<file path="config.mk">
export PLATFORM = sky130hd
export DESIGN_NAME = clock_report_top
export DESIGN_NICKNAME = d
export VERILOG_FILES = /design/src/clock_report_pkg.sv /design/src/clock_report_top.sv /design/src/report_formatter.sv /design/src/time_unit_counter.sv /design/src/tx_queue.sv
export VERILOG_INCLUDE_DIRS = /design/src /design/src/include
export SDC_FILE = /design/constraint.sdc
export NUM_CORES = 1
export LEC_CHECK = 0
export BUFFER_PORTS_ARGS = -buffer_cell sky130_fd_sc_hd__buf_2
export CAP_MARGIN = 30
export CORE_ASPECT_RATIO = 1.75
export CORE_MARGIN = 5
export CORE_UTILIZATION = 25
export DETAILED_ROUTE_END_ITERATION = 6
export GPL_TIMING_DRIVEN = 0
export MAX_ROUTING_LAYER = met4
export PLACE_DENSITY = 0.4
export SYNTH_ARGS = -nofsm -noshare
export SYNTH_HDL_FRONTEND = slang
export SYNTH_HIERARCHICAL = 1
export SYNTH_SLANG_ARGS = --single-unit
</file>
<file path="constraint.sdc">
create_clock -name i_sec_in -period 3.8 [get_ports i_sec_in]
set_clock_uncertainty 0.1 [all_clocks]
set_input_delay 0.19 -clock i_sec_in [delete_from_list [all_inputs] [get_ports i_sec_in]]
set_output_delay 0.19 -clock i_sec_in [all_outputs]
set_load 0.1 [all_outputs]
</file>
<file path="src/include/clock_report_defs.svh">
// clock report constants for counter moduli, line characters and tx queue sizing
`ifndef CLOCK_REPORT_DEFS_SVH
`define CLOCK_REPORT_DEFS_SVH

// ------------------------------------------------------------
// time of day counters
// ------------------------------------------------------------
`define SEC_MOD       60      // seconds wrap
`define MIN_MOD       60      // minutes wrap
`define HR_MOD        24      // hours wrap
`define UNIT_COUNT    3       // sec, min, hr stages

// ------------------------------------------------------------
// report line, CR hh:mm:ss
// ------------------------------------------------------------
`define ASCII_CR      8'h0D
`define ASCII_COLON   8'h3A
`define ASCII_ZERO    8'h30   // digit char is zero plus value
`define LINE_LEN      9

`define TXQ_DEPTH     16
`define TXQ_ADDR_W    4
`define TX_STROBE_LEN 2       // o_rdy cycles per char

`endif

</file>
<file path="src/clock_report_pkg.sv">
// clock report types shared by the counters, the formatter and the tx queue
`default_nettype none

package clock_report_pkg;

	// two decimal digits of one counter
	typedef struct packed {
		logic [3:0] tens;
		logic [3:0] ones;
	} digit_pair_t;

	// hour in the top byte, seconds in the bottom
	typedef struct packed {
		digit_pair_t hr;
		digit_pair_t min;
		digit_pair_t sec;
	} time_of_day_t;

	// one state per character of the line, plus idle
	typedef enum logic [3:0] {
		FMT_IDLE, FMT_CR, FMT_HR_T, FMT_HR_O, FMT_COL1,
		FMT_MIN_T, FMT_MIN_O, FMT_COL2, FMT_SEC_T, FMT_SEC_O
	} fmt_state_t;

	typedef enum logic [1:0] {
		TX_IDLE, TX_STROBE, TX_WAIT_ACCEPT
	} tx_state_t;

endpackage

`default_nettype wire

</file>
<file path="src/clock_report_top.sv">
// clock report top: time of day counters, line formatter and UART tx queue
`default_nettype none
`include "clock_report_defs.svh"

module clock_report_top
	import clock_report_pkg::*;
(
	input  wire        i_sec_in,
	input  wire        i_rst,
	input  wire        i_sec_tick,   // one cycle per second
	input  wire        i_buf_rdy,
	output logic [7:0] o_data,
	output logic       o_rdy
);

	logic [`UNIT_COUNT-1:0] carry_in;
	digit_pair_t            digits [`UNIT_COUNT];
	time_of_day_t           tod;
	logic                   q_write;
	logic                   q_full;
	logic [7:0]             q_char;

	assign carry_in[0] = i_sec_tick;

	// ------------------------------------------------------------
	// sec, min, hr stages, each carrying into the next
	// ------------------------------------------------------------
	for (genvar k = 0; k < `UNIT_COUNT; k++) begin : g_unit
		localparam int MOD = (k == 0) ? `SEC_MOD : ((k == 1) ? `MIN_MOD : `HR_MOD);
		if (k < `UNIT_COUNT - 1) begin : g_mid
			time_unit_counter #(.MODULUS(MOD)) u_counter (
				.i_sec_in(i_sec_in), .i_rst(i_rst), .i_carry_in(carry_in[k]),
				.o_carry_out(carry_in[k + 1]), .o_digits(digits[k])
			);
		end else begin : g_last
			time_unit_counter #(.MODULUS(MOD)) u_counter (
				.i_sec_in(i_sec_in), .i_rst(i_rst), .i_carry_in(carry_in[k]),
				.o_carry_out(), .o_digits(digits[k])   // day wrap goes nowhere
			);
		end
	end

	assign tod.hr  = digits[2];
	assign tod.min = digits[1];
	assign tod.sec = digits[0];

	report_formatter u_formatter (
		.i_sec_in(i_sec_in), .i_rst(i_rst), .i_sec_tick(i_sec_tick), .i_time(tod),
		.i_q_full(q_full), .o_q_write(q_write), .o_q_char(q_char)
	);

	tx_queue u_queue (
		.i_sec_in(i_sec_in), .i_rst(i_rst), .i_write(q_write), .i_char(q_char),
		.o_full(q_full), .i_buf_rdy(i_buf_rdy), .o_data(o_data), .o_rdy(o_rdy)
	);

endmodule

`default_nettype wire

</file>
<file path="src/report_formatter.sv">
// report formatter: writes one CR hh:mm:ss line into the tx queue per reported second
`default_nettype none
`include "clock_report_defs.svh"

module report_formatter
	import clock_report_pkg::*;
(
	input  wire          i_sec_in,
	input  wire          i_rst,
	input  wire          i_sec_tick,
	input  time_of_day_t i_time,
	input  wire          i_q_full,
	output logic         o_q_write,
	output logic [7:0]   o_q_char
);

	fmt_state_t   state;
	fmt_state_t   nxt_state;
	time_of_day_t time_q;    // snapshot taken with the CR
	logic [7:0]   char_c;

	function automatic logic [7:0] digit_char(input logic [3:0] d);
		return `ASCII_ZERO + {4'h0, d};
	endfunction

	// ------------------------------------------------------------
	// character and successor per step
	// ------------------------------------------------------------
	always_comb begin
		nxt_state = state;
		char_c    = `ASCII_CR;
		case (state)
			FMT_CR:    nxt_state = FMT_HR_T;
			FMT_HR_T:  begin char_c = digit_char(time_q.hr.tens);  nxt_state = FMT_HR_O;  end
			FMT_HR_O:  begin char_c = digit_char(time_q.hr.ones);  nxt_state = FMT_COL1;  end
			FMT_COL1:  begin char_c = `ASCII_COLON;                nxt_state = FMT_MIN_T; end
			FMT_MIN_T: begin char_c = digit_char(time_q.min.tens); nxt_state = FMT_MIN_O; end
			FMT_MIN_O: begin char_c = digit_char(time_q.min.ones); nxt_state = FMT_COL2;  end
			FMT_COL2:  begin char_c = `ASCII_COLON;                nxt_state = FMT_SEC_T; end
			FMT_SEC_T: begin char_c = digit_char(time_q.sec.tens); nxt_state = FMT_SEC_O; end
			FMT_SEC_O: begin char_c = digit_char(time_q.sec.ones); nxt_state = FMT_IDLE;  end
			default:   nxt_state = FMT_IDLE;
		endcase
	end

	always_ff @(posedge i_sec_in or posedge i_rst) begin
		if (i_rst) begin
			state <= FMT_IDLE;
		end else if (state == FMT_IDLE) begin
			if (i_sec_tick)
				state <= FMT_CR;   // ticks during a line are not reported
		end else if (!i_q_full) begin
			state <= nxt_state;
		end
	end

	// counters already hold the tick by the time the CR goes out
	always_ff @(posedge i_sec_in) begin
		if (state == FMT_CR && !i_q_full)
			time_q <= i_time;
	end

	assign o_q_write = (state != FMT_IDLE) && !i_q_full;  // stall on full
	assign o_q_char  = char_c;

endmodule

`default_nettype wire

</file>
<file path="src/time_unit_counter.sv">
// time unit counter: one wrapping stage of the clock with carry out and decimal split
`default_nettype none

module time_unit_counter
	import clock_report_pkg::*;
#(
	parameter int MODULUS = 60
) (
	input  wire         i_sec_in,
	input  wire         i_rst,
	input  wire         i_carry_in,   // one cycle strobe from the stage below
	output logic        o_carry_out,
	output digit_pair_t o_digits
);

	localparam int CW       = $clog2(MODULUS);
	localparam int MAX_TENS = (MODULUS - 1) / 10;

	logic [CW-1:0] count;
	logic          at_top;

	assign at_top      = (count == CW'(MODULUS - 1));
	assign o_carry_out = i_carry_in && at_top;   // same cycle as the wrap

	always_ff @(posedge i_sec_in or posedge i_rst) begin
		if (i_rst) begin
			count <= '0;
		end else if (i_carry_in) begin
			if (at_top)
				count <= '0;
			else
				count <= count + 1'b1;
		end
	end

	// ------------------------------------------------------------
	// binary to two digits
	// ------------------------------------------------------------
	// highest tens bucket the count reaches wins
	always_comb begin
		o_digits.tens = 4'd0;
		o_digits.ones = 4'(count);
		for (int t = 1; t <= MAX_TENS; t++) begin
			if (int'(count) >= t * 10) begin
				o_digits.tens = 4'(t);
				o_digits.ones = 4'(int'(count) - t * 10);
			end
		end
	end

endmodule

`default_nettype wire

</file>
<file path="src/tx_queue.sv">
// tx queue: circular character buffer feeding the UART with a timed ready strobe
`default_nettype none
`include "clock_report_defs.svh"

module tx_queue
	import clock_report_pkg::*;
(
	input  wire        i_sec_in,
	input  wire        i_rst,
	input  wire        i_write,
	input  wire  [7:0] i_char,
	output logic       o_full,
	input  wire        i_buf_rdy,    // UART can take a byte
	output logic [7:0] o_data,
	output logic       o_rdy
);

	localparam int CW = `TXQ_ADDR_W + 1;
	localparam int SW = $clog2(`TX_STROBE_LEN + 1);

	logic [7:0]            mem [`TXQ_DEPTH];
	logic [`TXQ_ADDR_W-1:0] wr_idx;
	logic [`TXQ_ADDR_W-1:0] rd_idx;
	logic [CW-1:0]         count;
	tx_state_t             tx_state;
	logic [SW-1:0]         strb_cnt;
	logic                  seen_low;   // UART dropped ready since the last load
	logic                  wr_en;
	logic                  rd_en;
	logic                  empty;

	assign o_full = (count == CW'(`TXQ_DEPTH));
	assign empty  = (count == '0);
	assign wr_en  = i_write && !o_full;
	assign rd_en  = (tx_state == TX_IDLE) && !empty && i_buf_rdy;

	// ------------------------------------------------------------
	// buffer and indices
	// ------------------------------------------------------------
	always_ff @(posedge i_sec_in) begin
		if (wr_en)
			mem[wr_idx] <= i_char;
	end

	always_ff @(posedge i_sec_in or posedge i_rst) begin
		if (i_rst) begin
			wr_idx <= '0;
			rd_idx <= '0;
			count  <= '0;
		end else begin
			if (wr_en)
				wr_idx <= wr_idx + 1'b1;   // wraps at depth
			if (rd_en)
				rd_idx <= rd_idx + 1'b1;
			case ({wr_en, rd_en})
				2'b10:   count <= count + 1'b1;
				2'b01:   count <= count - 1'b1;
				default: count <= count;
			endcase
		end
	end

	// ------------------------------------------------------------
	// hand-off to the UART
	// ------------------------------------------------------------
	always_ff @(posedge i_sec_in or posedge i_rst) begin
		if (i_rst) begin
			tx_state <= TX_IDLE;
			strb_cnt <= '0;
			seen_low <= 1'b0;
			o_data   <= 8'h00;
		end else begin
			case (tx_state)
				TX_IDLE: begin
					if (rd_en) begin
						o_data   <= mem[rd_idx];   // held until the next load
						strb_cnt <= '0;
						seen_low <= 1'b0;
						tx_state <= TX_STROBE;
					end
				end
				TX_STROBE: begin
					if (!i_buf_rdy)
						seen_low <= 1'b1;
					if (strb_cnt == SW'(`TX_STROBE_LEN - 1))
						tx_state <= TX_WAIT_ACCEPT;
					else
						strb_cnt <= strb_cnt + 1'b1;
				end
				TX_WAIT_ACCEPT: begin
					if (!i_buf_rdy)
						seen_low <= 1'b1;
					else if (seen_low)
						tx_state <= TX_IDLE;   // low then high again, byte taken
				end
				default: tx_state <= TX_IDLE;
			endcase
		end
	end

	assign o_rdy = (tx_state == TX_STROBE);

endmodule

`default_nettype wire

</file>
# Word level (Yosys, flattened, before mapping)
# Memories as Yosys holds them, arrays and structs flattened. A register that Yosys moved wholly into a read port is not among the register bits.
# Cells that the tools add are included.
dict set report op_classes {
  add_sub_neg 26
  magnitude_cmp 12
  eq_ne 26
  muxes 34
  reduce_logical 27
}
# op n
set op_table {}
lappend op_table {{one-hot mux 8 bit (7 select lines)} 1}
lappend op_table {{two-way mux 6 bit} 6}
lappend op_table {{adder 6 x 4 -> 7 bit, first input constant} 5}
lappend op_table {{one-hot mux 4 bit (8 select lines)} 1}
lappend op_table {{two-way mux 5 bit} 6}
lappend op_table {{subtractor 4 bit, second input constant} 7}
lappend op_table {{greater-or-equal comparator 6 x 5 -> 1 bit, second input constant} 4}
lappend op_table {{greater-or-equal comparator 6 bit, second input constant} 4}
lappend op_table {{two-way mux 4 bit} 6}
lappend op_table {{equality test 4 x 3 -> 1 bit, second input constant} 4}
lappend op_table {{adder 6 x 1 -> 6 bit, second input constant} 2}
lappend op_table {{equality test 6 bit, second input constant} 2}
lappend op_table {{greater-or-equal comparator 6 x 4 -> 1 bit, second input constant} 2}
lappend op_table {{two-way mux 2 bit} 6}
lappend op_table {{subtractor 4 x 3 -> 4 bit, second input constant} 3}
lappend op_table {{adder 5 x 1 -> 5 bit, second input constant} 2}
lappend op_table {{equality test 5 bit, second input constant} 2}
lappend op_table {{inequality test 2 bit, second input constant} 5}
lappend op_table {{one-hot mux 5 bit (2 select lines)} 1}
lappend op_table {{adder 4 x 1 -> 4 bit, second input constant} 2}
lappend op_table {{equality test 4 x 2 -> 1 bit, second input constant} 2}
lappend op_table {{equality test 4 bit, second input constant} 2}
lappend op_table {{OR reduction 2 bit} 4}
lappend op_table {{OR reduction 4 bit} 2}
lappend op_table {{24 further kinds} 44}
dict set report word_totals {
  register_bits 61
  ramBits 128
  input_bits 4
  out_inout_bits 9
  word_cells 146
  mem_count 1
}
# name words word_bits read_ports rd_ports_with_merged_regs write_ports line_no
set memory_table {}
lappend memory_table {u_queue.mem 16 8 1 1 1 tx_queue.sv:21} ;# logic [7:0] mem [`TXQ_DEPTH];

# Longest topological paths before layout
# Gate-level depths: netlist of run 1.
dict set report logic_depth {
  depth_word 6
  mapped_depth 14
}

# Hierarchy
# The synthesis of run 1 kept the hierarchy.
# module n_inst cells_each area_per_inst_um2
set modules_own_cells {}
lappend modules_own_cells {tx_queue 1 345 6308.6}
lappend modules_own_cells {{time_unit_counter (g_unit[0].g_mid.u_counter ...)} 2 93 762.0}
lappend modules_own_cells {report_formatter 1 99 1277.5}
lappend modules_own_cells {{time_unit_counter (g_unit[2].g_last.u_counter)} 1 56 480.5}

# Worst setup path after synthesis of run 1
# No wires, ideal clock.
dict set report synth_path {
  kind {register to register}
  start {register u_queue.count[1]}
  end {register u_queue.count[4]}
  t_arrival_ps 2899
  path_slack_ps 678
  path_stages_with_launch 15
  path_buffers 2
  synth_period_minus_slack_ps 3122
  path_cell_list {dfrtp_1 > buf_6 > or4_4 > nor2_1 > a21oi_1 > a21boi_1 > inv_1 > ha_1 > clkbuf_1 > xor2_1 > ha_1 > and3b_1 > o21ai_0 > a31oi_1 > xnor2_1}
}
dict set report synth_between {
  elab_chain_cells 6
  elab_cells_between_ends 14
  classes_between {2 x add/sub; 3 x eq/ne; 1 x mux; 8 x reduce/logical}
}
# item line_no
set synth_rtl {}
lappend synth_rtl {{start: declaration} tx_queue.sv:24} ;# logic [CW-1:0] count;
lappend synth_rtl {{start signal: assignment} tx_queue.sv:56} ;# 2'b10: count <= count + 1'b1;
lappend synth_rtl {{start signal: assignment} tx_queue.sv:57} ;# 2'b01: count <= count - 1'b1;
lappend synth_rtl {{start signal: assignment} tx_queue.sv:58} ;# default: count <= count;
lappend synth_rtl {{equality test 5 bit (*)} tx_queue.sv:32} ;# assign o_full = (count == CW'(`TXQ_DEPTH));
lappend synth_rtl {{via q_full} clock_report_top.sv:20} ;# logic q_full;
lappend synth_rtl {{logical NOT 1 bit (*)} report_formatter.sv:63} ;# assign o_q_write = (state != FMT_IDLE) && !i_q_full;
lappend synth_rtl {{logical AND 1 bit (*)} report_formatter.sv:63}
lappend synth_rtl {{via q_write} clock_report_top.sv:19} ;# logic q_write;
lappend synth_rtl {{logical AND 1 bit (*)} tx_queue.sv:34} ;# assign wr_en = i_write && !o_full;
lappend synth_rtl {{equality test 2 x 1 -> 1 bit / equality test 2 bit (equally long branches)} tx_queue.sv:55} ;# case ({wr_en, rd_en})
lappend synth_rtl {{one-hot mux 5 bit (2 select lines) / nonzero test 2 bit (equally long branches)} n/a}
# The timed path passes the listed nets; every way through them passes the cells marked *.
# A chain may end at the register's enable or synchronous reset.

# Final worst setup path of run 1
dict set report layout_path {
  start {register u_queue.count[2]}
  end {register u_queue.count[4]}
}
# Same word-level chain as after synthesis.

==> results by group, run 1 <==
Finish
  – Nets: 779
  – Diode count: 0
  – Layout area overhead: 15.4%
  – Share of post-route cells with drive strength above 1: 20.7%

CTS
  – CTS tree: built
  – Root Driver: clkbuf_16
  – Htree depth: 4
  – Setup bufs post-CTS: 0
  – Clock-pin slew on the worst setup and hold paths: 0.08 ns
  – Worst-Skew Late Latency: 0.44 ns
  – Longest Clk Path Bufs: 2
  – Clock Sinks: 199
  – CTS buffer count: 17

Critical path
  – Worst setup EP type: flip-flop
  – CP arrival: 3.77 ns
  – Worst reg2reg startpoint: u_queue/count[2]
  – Startpoint Class: flip-flop
  – Critical Path RT: 4.07 ns
  – Critical path class: reg -> reg
  – RR Endpoint: u_queue/count[4]
  – R2R cell count: 14
  – Reg2reg setup slack: 0.31 ns
  – Crit-path max FO: 9

Timing
  – Post-route minimum period: 3.49 ns
  – PnR worst setup slack: 0.307 ns
  – Final setup viols: 0
  – Peak Freq: 286 MHz
  – Rel. slew slack: 32.2%
  – Pin slew with the least headroom to its limit: 1.01 ns
  – Hold Violations, Final: 0
  – RSZ-0062 raised after global routing: false
  – Final Slew Violations: 0
  – Total negative slack: 0 ns
  – Fin crit share: 91.9%

Synth
  – Syn avg cell area: 14.0 um2
  – Synth Instances: 685
  – Synthesized area: 9590 um2
  – Synth warn: 6

Worst hold path
  – Hold Path Sink: u_queue/seen_low
  – Min-Delay Path Class: in -> reg
  – Worst hold path cell count: 4
  – Worst hold start: i_buf_rdy

Run
  – Max cap viols: 0

Global route
  – GRT Overall Usage: 11.5%
  – Vias in the first global route: 6009
  – Global-route wire length before repair: 35.4 mm
  – Largest net degree at the start of global routing: 22
  – Total grt overflow: 0
  – Initial antenna violation count: 0

Power
  – Power per cell area: 842 nW/um2
  – Peak supply drop: 0.000336 V
  – Leakage: 0.00388 uW

Routing
  – DR DRC count: 0
  – DR iter-0 viols: 250
  – Routed Wire Length: 22.6 mm
  – Drt first pass iters: 4
  – WL per Instance: 18.4 um
  – Vias: 5525
  – Vias per cell: 4.49
  – Routed Antenna Nets: 0

Floorplanning
  – Die area: 42500 um2
  – Die Span Y: 269 um
  – Core region area: 38200 um2
  – Chip width: 158 um
  – I/O pin count: 13
  – Initial Util: 25.1%
  – Num rows: 95

Placed design
  – Routability cong.: 0.777
  – Buffers on Ports: 12
  – Setup WS pre-CTS: 0.0271 ns
  – Dpl hpwl: 16.8 mm

Run status
  – Outcome: finished clean
-- how the worst max path moves through the flow --
stage,to,from,cells after the start,slack [ns]
3_5_place_dp,u_queue/count[4],u_queue/count[1],14,0.03
2_1_floorplan,u_queue/count[4],u_queue/count[1],14,0.68
3_3_place_gp,u_queue/mem[3][7],u_formatter/state[0],7,-0.30
4_1_cts,u_queue/count[4],u_queue/count[2],14,0.01
5_1_grt,u_queue/count[4],u_queue/tx_state[1],13,0.006
6_report,u_queue/count[4],u_queue/count[2],14,0.31
-- routing by layer --
metal / GRT usage (%) / part of all wire (%) / vias up
met4: 3.78 / 1.9 / 0
met3: 2.06 / 2.0 / 16
met2: 22.6 / 60 / 51
met5: - / 0 / -
li1: - / - / 2690
met1: 11.1 / 36 / 2768
-- where the power goes --
group | switching [uW] | internal, uW
registers | 303 | 3280
clock network | 923 | 892
logic | 2440 | 1460
total | 3670 | 5640
-- flip-flops by register name (all words and copies together), names as in the netlist, 2 cells and up --
name                           cells
u_formatter/time_q                24
u_queue/wr_idx                     4
g_unit.g_last.u_counter/count      5
u_queue/tx_state                   2
u_queue/rd_idx                     4
g_unit.g_mid.u_counter/count      12
u_queue/o_data                     8
u_queue/mem                      128
u_queue/count                      5
u_formatter/state                  4
u_queue/strb_cnt                   2
-- placed cells by master (no fill, tap or decap), drive strengths merged, types with 5 or more instances in the layout --
cell type    n
inv         42
conb         6
o21ai       34
xor2         7
nand3       17
ha          43
clkbuf      30
nor3         9
a31oi        7
mux2        14
dfrtp       47
nand2       31
clkinv       7
mux4        32
a21oi       27
xnor2       19
and2         8
nand2b       9
o22ai       17
nor2b        9
nor2        33
a311oi       5
a211oi       8
edfxtp     152
buf         53
-- cell type report --
class                      instances  area (um2)
tap                              485         607
sequential                       199        5740
multi-input combinational        412        3510
buffer                            42         255
inverter                          34         128
clock buffer                      17         425
timing repair buffer              26         223
clock inverter                    15         175
fill                            3899       27100
-- worst max-delay path, cell delays in order (launching register included) --
cell	delay, ns
dfrtp_1	0.36
buf_4	0.16
or4_4	0.57
nor2_2	0.31
a21oi_1	0.14
a21boi_2	0.25
inv_1	0.12
ha_1	0.14
clkbuf_1	0.31
xor2_1	0.19
ha_1	0.21
and3b_1	0.16
o21ai_0	0.06
a31oi_1	0.20
xnor2_1	0.13
-- metrics by stage --
| stage | cell area (um2) | utilization (%) | power [uW] | std cells | hold WS, ns |
|---|---|---|---|---|---|
| floorplan | 9590 | - | 6350 | 687 | -0.144 |
| global placement | 10300 | 26.9 | 7510 | 1184 | 0.101 |
| detailed placement | 10400 | 27.3 | 7650 | 1196 | 0.102 |
| CTS | 11100 | 29.0 | 9510 | 1230 | 0.0439 |
| global route | 11100 | 29.0 | 9940 | 1230 | 0.0747 |
| finish | 11100 | 29.0 | 9310 | 1230 | 0.0724 |
-- timing repair --
| item | CTS | global route |
|---|---|---|
| endpoints found under the setup margin | 0 | 2 |
| endpoints found under the hold margin | 30 | 0 |
| hold buffers | 2 | 0 |
| resized for setup | 0 | 2 |
Note: power is estimated with default switching activity, not from simulation.
==> inputs of run 2 (changes only) <==
- PLACE_DENSITY: 0.4 -> 0.41
- clock period: 3.8 -> 2.8 ns (I/O delays scaled with it)
==> results by group, run 2 (synthesis results as in run 1) <==
Routing
  – Routed Wire Length: 22.7 mm (+0.44%)
  – DR iter-0 viols: 278 (+11%)
  – Vias: 5603 (+1.4%)
  – WL per Instance: 18.3 um (-0.45%)
  – Drt first pass iters: 4 (unchanged)
  – Routed Antenna Nets: 0 (unchanged)
  – DR DRC count: 0 (unchanged)
  – Vias per cell: 4.51 (+0.51%)

Power
  – Net Sw Power: 5160 uW (+41%)
  – Seq pwr share: 37.6% (-0.9 points)
  – Power per cell area: 1150 nW/um2 (+37%)
  – Leakage: 0.00396 uW (+2.1%)
  – Combinational share of power: 42.2% (+0.2 points)
  – Peak supply drop: 0.000365 V (+8.8%)
  – Sw Ratio: 39.7% (+0.28 points)
  – Pint: 7840 uW (+39%)
  – Clk network pwr share: 20.2% (+0.7 points)

Finish
  – Nets: 790 (+1.4%)
  – Final instance area: 11300 um2 (+2.3%)
  – Biggest regs: u_queue/mem: 128 flops, u_formatter/time_q: 24 flops, g_unit.g_mid.u_counter/count: 12 flops
  – Commonest non-fill, non-tap cell in the layout: edfxtp_1
  – Reg with most FFs: u_queue/mem
  – Diode count: 0 (unchanged)
  – Layout area overhead: 18.0%
  – Number of flip-flops in the largest register: 128 (unchanged)
  – Commonest non-fill, non-tap cells in the layout: 152 x edfxtp_1, 45 x dfrtp_1, 39 x ha_1, 37 x buf_4, 32 x mux4_2
  – Post-layout util: 29.7% (+0.66 points)
  – Share of post-route cells with drive strength above 1: 25.0% (+4.3 points)

Timing
  – PnR worst setup slack: 0.0770 ns (-0.230 ns)
  – Final setup viols: 0 (unchanged)
  – RSZ-0062 raised after global routing: true
  – Final Slew Violations: 0 (unchanged)
  – Post-route minimum period: 2.72 ns (-0.770 ns)
  – Peak Freq: 367 MHz (+28%)
  – Pin slew with the least headroom to its limit: 0.836 ns (-0.178 ns)
  – Hold Violations, Final: 0 (unchanged)
  – Rel. slew slack: 44.3% (+12 points)
  – Fin crit share: 97.3% (+5.3 points)

CTS
  – Clock Sinks: 199 (unchanged)
  – Longest Clk Path Bufs: 2 (unchanged)
  – Worst-Skew Late Latency: 0.46 ns (+0.02 ns)
  – CTS tree: built
  – CTS buffer count: 17 (unchanged)
  – Root Driver: clkbuf_16
  – Htree depth: 4 (unchanged)
  – Clock-pin slew on the worst setup and hold paths: 0.08 ns (about the same)

Placed design
  – Buffers on Ports: 12 (unchanged)
  – Routability cong.: 0.777 (about the same)
  – Setup WS pre-CTS: -0.503 ns (-0.531 ns)
  – Dpl hpwl: 16.8 mm (about the same)
  – Placed Area: 10500 um2 (+0.43%)

Floorplanning
  – Die Span Y: 269 um (unchanged)
  – Core region area: 38200 um2 (unchanged)
  – I/O pin count: 13 (unchanged)
  – Num rows: 95 (unchanged)
  – Initial Util: 25.1% (unchanged)
  – Chip width: 158 um (unchanged)
  – Die area: 42500 um2 (unchanged)

Critical path
  – RR Endpoint: u_queue/count[4]
  – Worst setup EP type: flip-flop
  – R2R cell count: 12 (-2)
  – Startpoint Class: flip-flop
  – Critical path class: reg -> reg
  – Reg2reg setup slack: 0.08 ns (-0.23 ns)
  – Crit path buffers/inverters: 1 (-2)
  – Delay-heaviest family, CP: simple AND/OR/NAND/NOR gates
  – Worst reg2reg startpoint: u_queue/count[2]
  – CP arrival: 3.00 ns (-0.77 ns)
  – Critical path's largest stage delay: 0.58 ns (about the same)
  – Critical Path Slowest Stage Cell: or4_4
  – Crit-path max FO: 4 (-5)
  – Worst path cell trace: or4_4 > nor2_4 > a21oi_2 > a21boi_4 > inv_2 > ha_4 > xor2_2 > ha_2 > and3b_1 > o21ai_2 > a31oi_2 > xnor2_1
  – Critical Path RT: 3.08 ns (-0.99 ns)
  – Crit path launch: u_queue/count[2]

Global route
  – Vias in the first global route: 5975 (-0.57%)
  – Total grt overflow: 0 (unchanged)
  – Largest net degree at the start of global routing: 25 (+14%)
  – GRT Overall Usage: 11.5% (+0.028 points)
  – Initial antenna violation count: 0 (unchanged)
  – Global-route wire length before repair: 35.4 mm (-0.19%)

Worst hold path
  – Min-Delay Path Class: in -> async

Run status
  – Outcome: finished clean

Run
  – Max cap viols: 0 (unchanged)
run 2: cell count changes in the layout (fill, tap and decap cells not counted), moves of 3 or more:
cell | before | now
inv_12 | 0 | 6
ha_2 | 0 | 3
ha_1 | 43 | 39
inv_8 | 4 | 1
nor2_2 | 3 | 9
buf_2 | 19 | 16
buf_4 | 21 | 37
nor2_1 | 30 | 22
run 2: layout make-up:
type	count	area [um2]
clock inverter	15	224
clock buffer	17	425
fill	3853	26800
tap	485	607
sequential	199	5740
multi-input combinational	412	3620
buffer	38	234
inverter	34	128
timing repair buffer	41	337
run 2: per-layer routing:
metal  vias up  wire [um]  track usage (%)
li1       2705          -                -
met1      2810       8080             10.9
met3        25        395             1.73
met4         0        446             4.08
met2        63      13800             23.0
met5         -          0                -
run 2: worst register-to-register path: stages, from the launching register on:
cell,delay [ns]
dfrtp_2,0.44
or4_4,0.58
nor2_4,0.17
a21oi_2,0.07
a21boi_4,0.17
inv_2,0.09
ha_4,0.16
xor2_2,0.13
ha_2,0.20
and3b_1,0.18
o21ai_2,0.07
a31oi_2,0.18
xnor2_1,0.13
run 2: what timing repair did:
item	in CTS	in global routing
pin swaps	5	7
buffers inserted	9	5
endpoints found under the hold margin	33	0
gates resized for setup	17	11
hold buffers	3	0
endpoints found under the setup margin	75	15
run 2: power groups by stage:
| stage | Combinational [uW] | Sequential, uW | Clock [uW] |
|---|---|---|---|
| floorplan | 3480 | 5200 | 0 |
| global placement | 5220 | 4970 | 0 |
| detailed placement | 5420 | 4950 | 0 |
| CTS | 5580 | 4880 | 2730 |
| global route | 6040 | 4970 | 2840 |
| finish | 5490 | 4880 | 2630 |
run 2: metrics by stage:
| stage | setup TNS, ns | hold slack, ns | std cells | total power [uW] |
|---|---|---|---|---|
| floorplan | -0.0418 | -0.194 | 687 | 8670 |
| global placement | -51.05 | 0.0647 | 1184 | 10200 |
| detailed placement | -15.36 | 0.0614 | 1196 | 10400 |
| CTS | -0.157 | 0.106 | 1240 | 13200 |
| global route | -0.0968 | 0.144 | 1241 | 13900 |
| finish | 0 | 0.113 | 1241 | 13000 |
run 2: how the worst max path moves through the flow:
stage,cells after the start,end,slack (ns)
2_1_floorplan,14,u_queue/count[4],-0.04
3_3_place_gp,7,u_queue/mem[1][7],-0.96
6_report,12,u_queue/count[4],0.08
3_5_place_dp,13,u_queue/count[4],-0.50
5_1_grt,12,u_queue/count[4],-0.09
4_1_cts,14,u_queue/count[4],-0.12
==> inputs of run 3 (changes only) <==
- CELL_PAD_IN_SITES_DETAIL_PLACEMENT: not set -> 1
- CELL_PAD_IN_SITES_GLOBAL_PLACEMENT: not set -> 2
- PLACE_DENSITY: 0.41 -> 0.51
==> results by group, run 3 (synthesis results as in run 1) <==
Run status
  – Outcome: finished clean

CTS
  – Root Driver: clkbuf_16
  – Htree depth: 4 (unchanged)
  – Clock Sinks: 199 (unchanged)
  – CTS tree: built
  – CTS buffer count: 17 (unchanged)
  – Longest Clk Path Bufs: 2 (unchanged)
  – Clock-pin slew on the worst setup and hold paths: 0.08 ns (about the same)
  – Worst-Skew Late Latency: 0.44 ns (-0.02 ns)

Worst hold path
  – Hold Path Sink: u_queue/seen_low
  – Worst hold start: i_buf_rdy
  – Worst hold path cell count: 4
  – Min-Delay Path Class: in -> reg

Finish
  – Post-layout util: 29.5% (-0.20 points)
  – Layout area overhead: 17.2%
  – Nets: 788 (-0.25%)
  – Biggest regs: u_queue/mem: 128 flops, u_formatter/time_q: 24 flops, g_unit.g_mid.u_counter/count: 12 flops
  – Final instance area: 11200 um2 (-0.68%)
  – Share of post-route cells with drive strength above 1: 25.1% (+0.10 points)
  – Final non-filler cell total: 1238 (-0.24%)
  – Reg with most FFs: u_queue/mem
  – Commonest non-fill, non-tap cells in the layout: 152 x edfxtp_1, 44 x dfrtp_1, 39 x ha_1, 35 x buf_4, 32 x mux4_2
  – Number of flip-flops in the largest register: 128 (unchanged)
  – Diode count: 0 (unchanged)
  – Commonest non-fill, non-tap cell in the layout: edfxtp_1

Routing
  – Routed Antenna Nets: 0 (unchanged)
  – WL per Instance: 19.5 um (+6.8%)
  – DR DRC count: 0 (unchanged)
  – DR iter-0 viols: 227 (-18%)
  – Routed Wire Length: 24.2 mm (+6.6%)
  – Drt first pass iters: 4 (unchanged)
  – Vias: 5756 (+2.7%)
  – Vias per cell: 4.65 (+3.0%)

Power
  – Final Power: 13000 uW (+0.33%)
  – Leakage: 0.00393 uW (-0.76%)
  – Peak supply drop: 0.000498 V (+36%)
  – Power per cell area: 1160 nW/um2 (+1.0%)

Global route
  – Initial antenna violation count: 0 (unchanged)
  – Total grt overflow: 0 (unchanged)
  – Global-route wire length before repair: 37.5 mm (+6.0%)
  – Vias in the first global route: 6382 (+6.8%)
  – Largest net degree at the start of global routing: 25 (unchanged)
  – GRT Overall Usage: 12.2% (+0.66 points)

Placed design
  – Routability cong.: 0.832 (+7.1%)
  – Dpl hpwl: 18.0 mm (+7.0%)
  – Placed cell count: 1189 (-0.59%)
  – Placed Area: 10400 um2 (-0.91%)
  – Buffers on Ports: 12 (unchanged)

Critical path
  – RR Endpoint: u_queue/count[4]
  – Reg2reg setup slack: 0.09 ns (about the same)
  – Critical path class: reg -> reg
  – CP arrival: 2.94 ns (-0.06 ns)
  – Critical path's largest stage delay: 0.57 ns (about the same)
  – Crit-path max FO: 3 (-1)
  – Worst path cell trace: or4_4 > nor2_4 > a21oi_2 > a21boi_4 > inv_2 > ha_4 > xor2_1 > ha_2 > and3b_1 > o21ai_1 > a31oi_1 > xnor2_1
  – Worst reg2reg startpoint: u_queue/count[2]
  – Crit path buffers/inverters: 1 (unchanged)
  – Critical Path RT: 3.03 ns (-0.05 ns)
  – R2R cell count: 12 (unchanged)
  – Worst setup EP type: flip-flop
  – Delay-heaviest family, CP: simple AND/OR/NAND/NOR gates
  – Critical Path Slowest Stage Cell: or4_4
  – Startpoint Class: flip-flop

Timing
  – Total negative slack: 0 ns (unchanged)
  – Fin crit share: 96.9% (-0.35 points)
  – Post-route minimum period: 2.71 ns (-0.00993 ns)
  – Final setup viols: 0 (unchanged)
  – RSZ-0062 raised after global routing: true
  – Final Slew Violations: 0 (unchanged)
  – Pin slew with the least headroom to its limit: 0.927 ns (+0.0917 ns)
  – Peak Freq: 369 MHz (+0.37%)
  – Hold Violations, Final: 0 (unchanged)
  – Rel. slew slack: 37.9% (-6.4 points)

Floorplanning
  – I/O pin count: 13 (unchanged)
  – Chip width: 158 um (unchanged)
  – Initial Util: 25.1% (unchanged)
  – Die area: 42500 um2 (unchanged)
  – Num rows: 95 (unchanged)
  – Die Span Y: 269 um (unchanged)
  – Core region area: 38200 um2 (unchanged)

Run
  – Max cap viols: 0 (unchanged)
## run 3: cell count changes in the layout (fill, tap and decap cells not counted), sizes merged
| cell | delta |
|---|---|
| inv | +1 |
| dlygate4sd3 | -1 |
| clkinv | -2 |
| clkbuf | -1 |
## run 3: worst max path at each step
stage                                    start                end  cells past startpoint
after global routing          u_queue/count[2]   u_queue/count[4]                     12
after floorplan               u_queue/count[2]   u_queue/count[4]                     14
after detailed placement   u_queue/tx_state[1]   u_queue/count[4]                     13
final                         u_queue/count[2]   u_queue/count[4]                     12
after CTS                     u_queue/count[1]   u_queue/count[4]                     14
after global placement    u_formatter/state[0]  u_queue/mem[3][7]                      7
## run 3: routing by layer
metal	global-route usage [%]	share of wire, %	wire length (um)
met2	24.7	61	14800
met1	11.0	35	8380
met5	-	0	0
met4	4.61	2.9	705
met3	1.91	1.4	340
## run 3: cell type report
class | instances | area (um2)
Inverter | 34 | 128
Fill cell | 4057 | 26900
Buffer | 38 | 235
Multi-Input combinational cell | 412 | 3620
Timing Repair Buffer | 39 | 332
Clock buffer | 17 | 425
Sequential cell | 199 | 5740
Clock inverter | 14 | 150
Tap cell | 485 | 607
## run 3: timing repair
| item | CTS | global route |
|---|---|---|
| hold buffers | 2 | 0 |
| buffers inserted | 12 | 7 |
| pin swaps | 7 | 8 |
| setup endpoints to repair | 132 | 13 |
| resized for setup | 23 | 12 |
| hold endpoints to repair | 35 | 0 |
## run 3: tightest hold or removal path: stages
cell     delay, ns
buf_2         0.16
o21ai_4       0.10
o21ai_0       0.08
o21ai_0       0.07
## run 3: power breakdown
part           switching [uW]  internal [uW]  total [uW]
Combinational            3550           2190        5740
Sequential                430           4460        4890
Clock                    1220           1190        2410
## run 3: metrics by stage
step,worst slack (ns),hold WS (ns)
2_1_floorplan,-0.0418,-0.194
3_3_place_gp,-0.776,0.0562
3_5_place_dp,-0.511,0.0631
4_1_cts,-0.124,0.0239
5_1_grt,-0.0614,0.0695
6_report,0.0869,0.0497
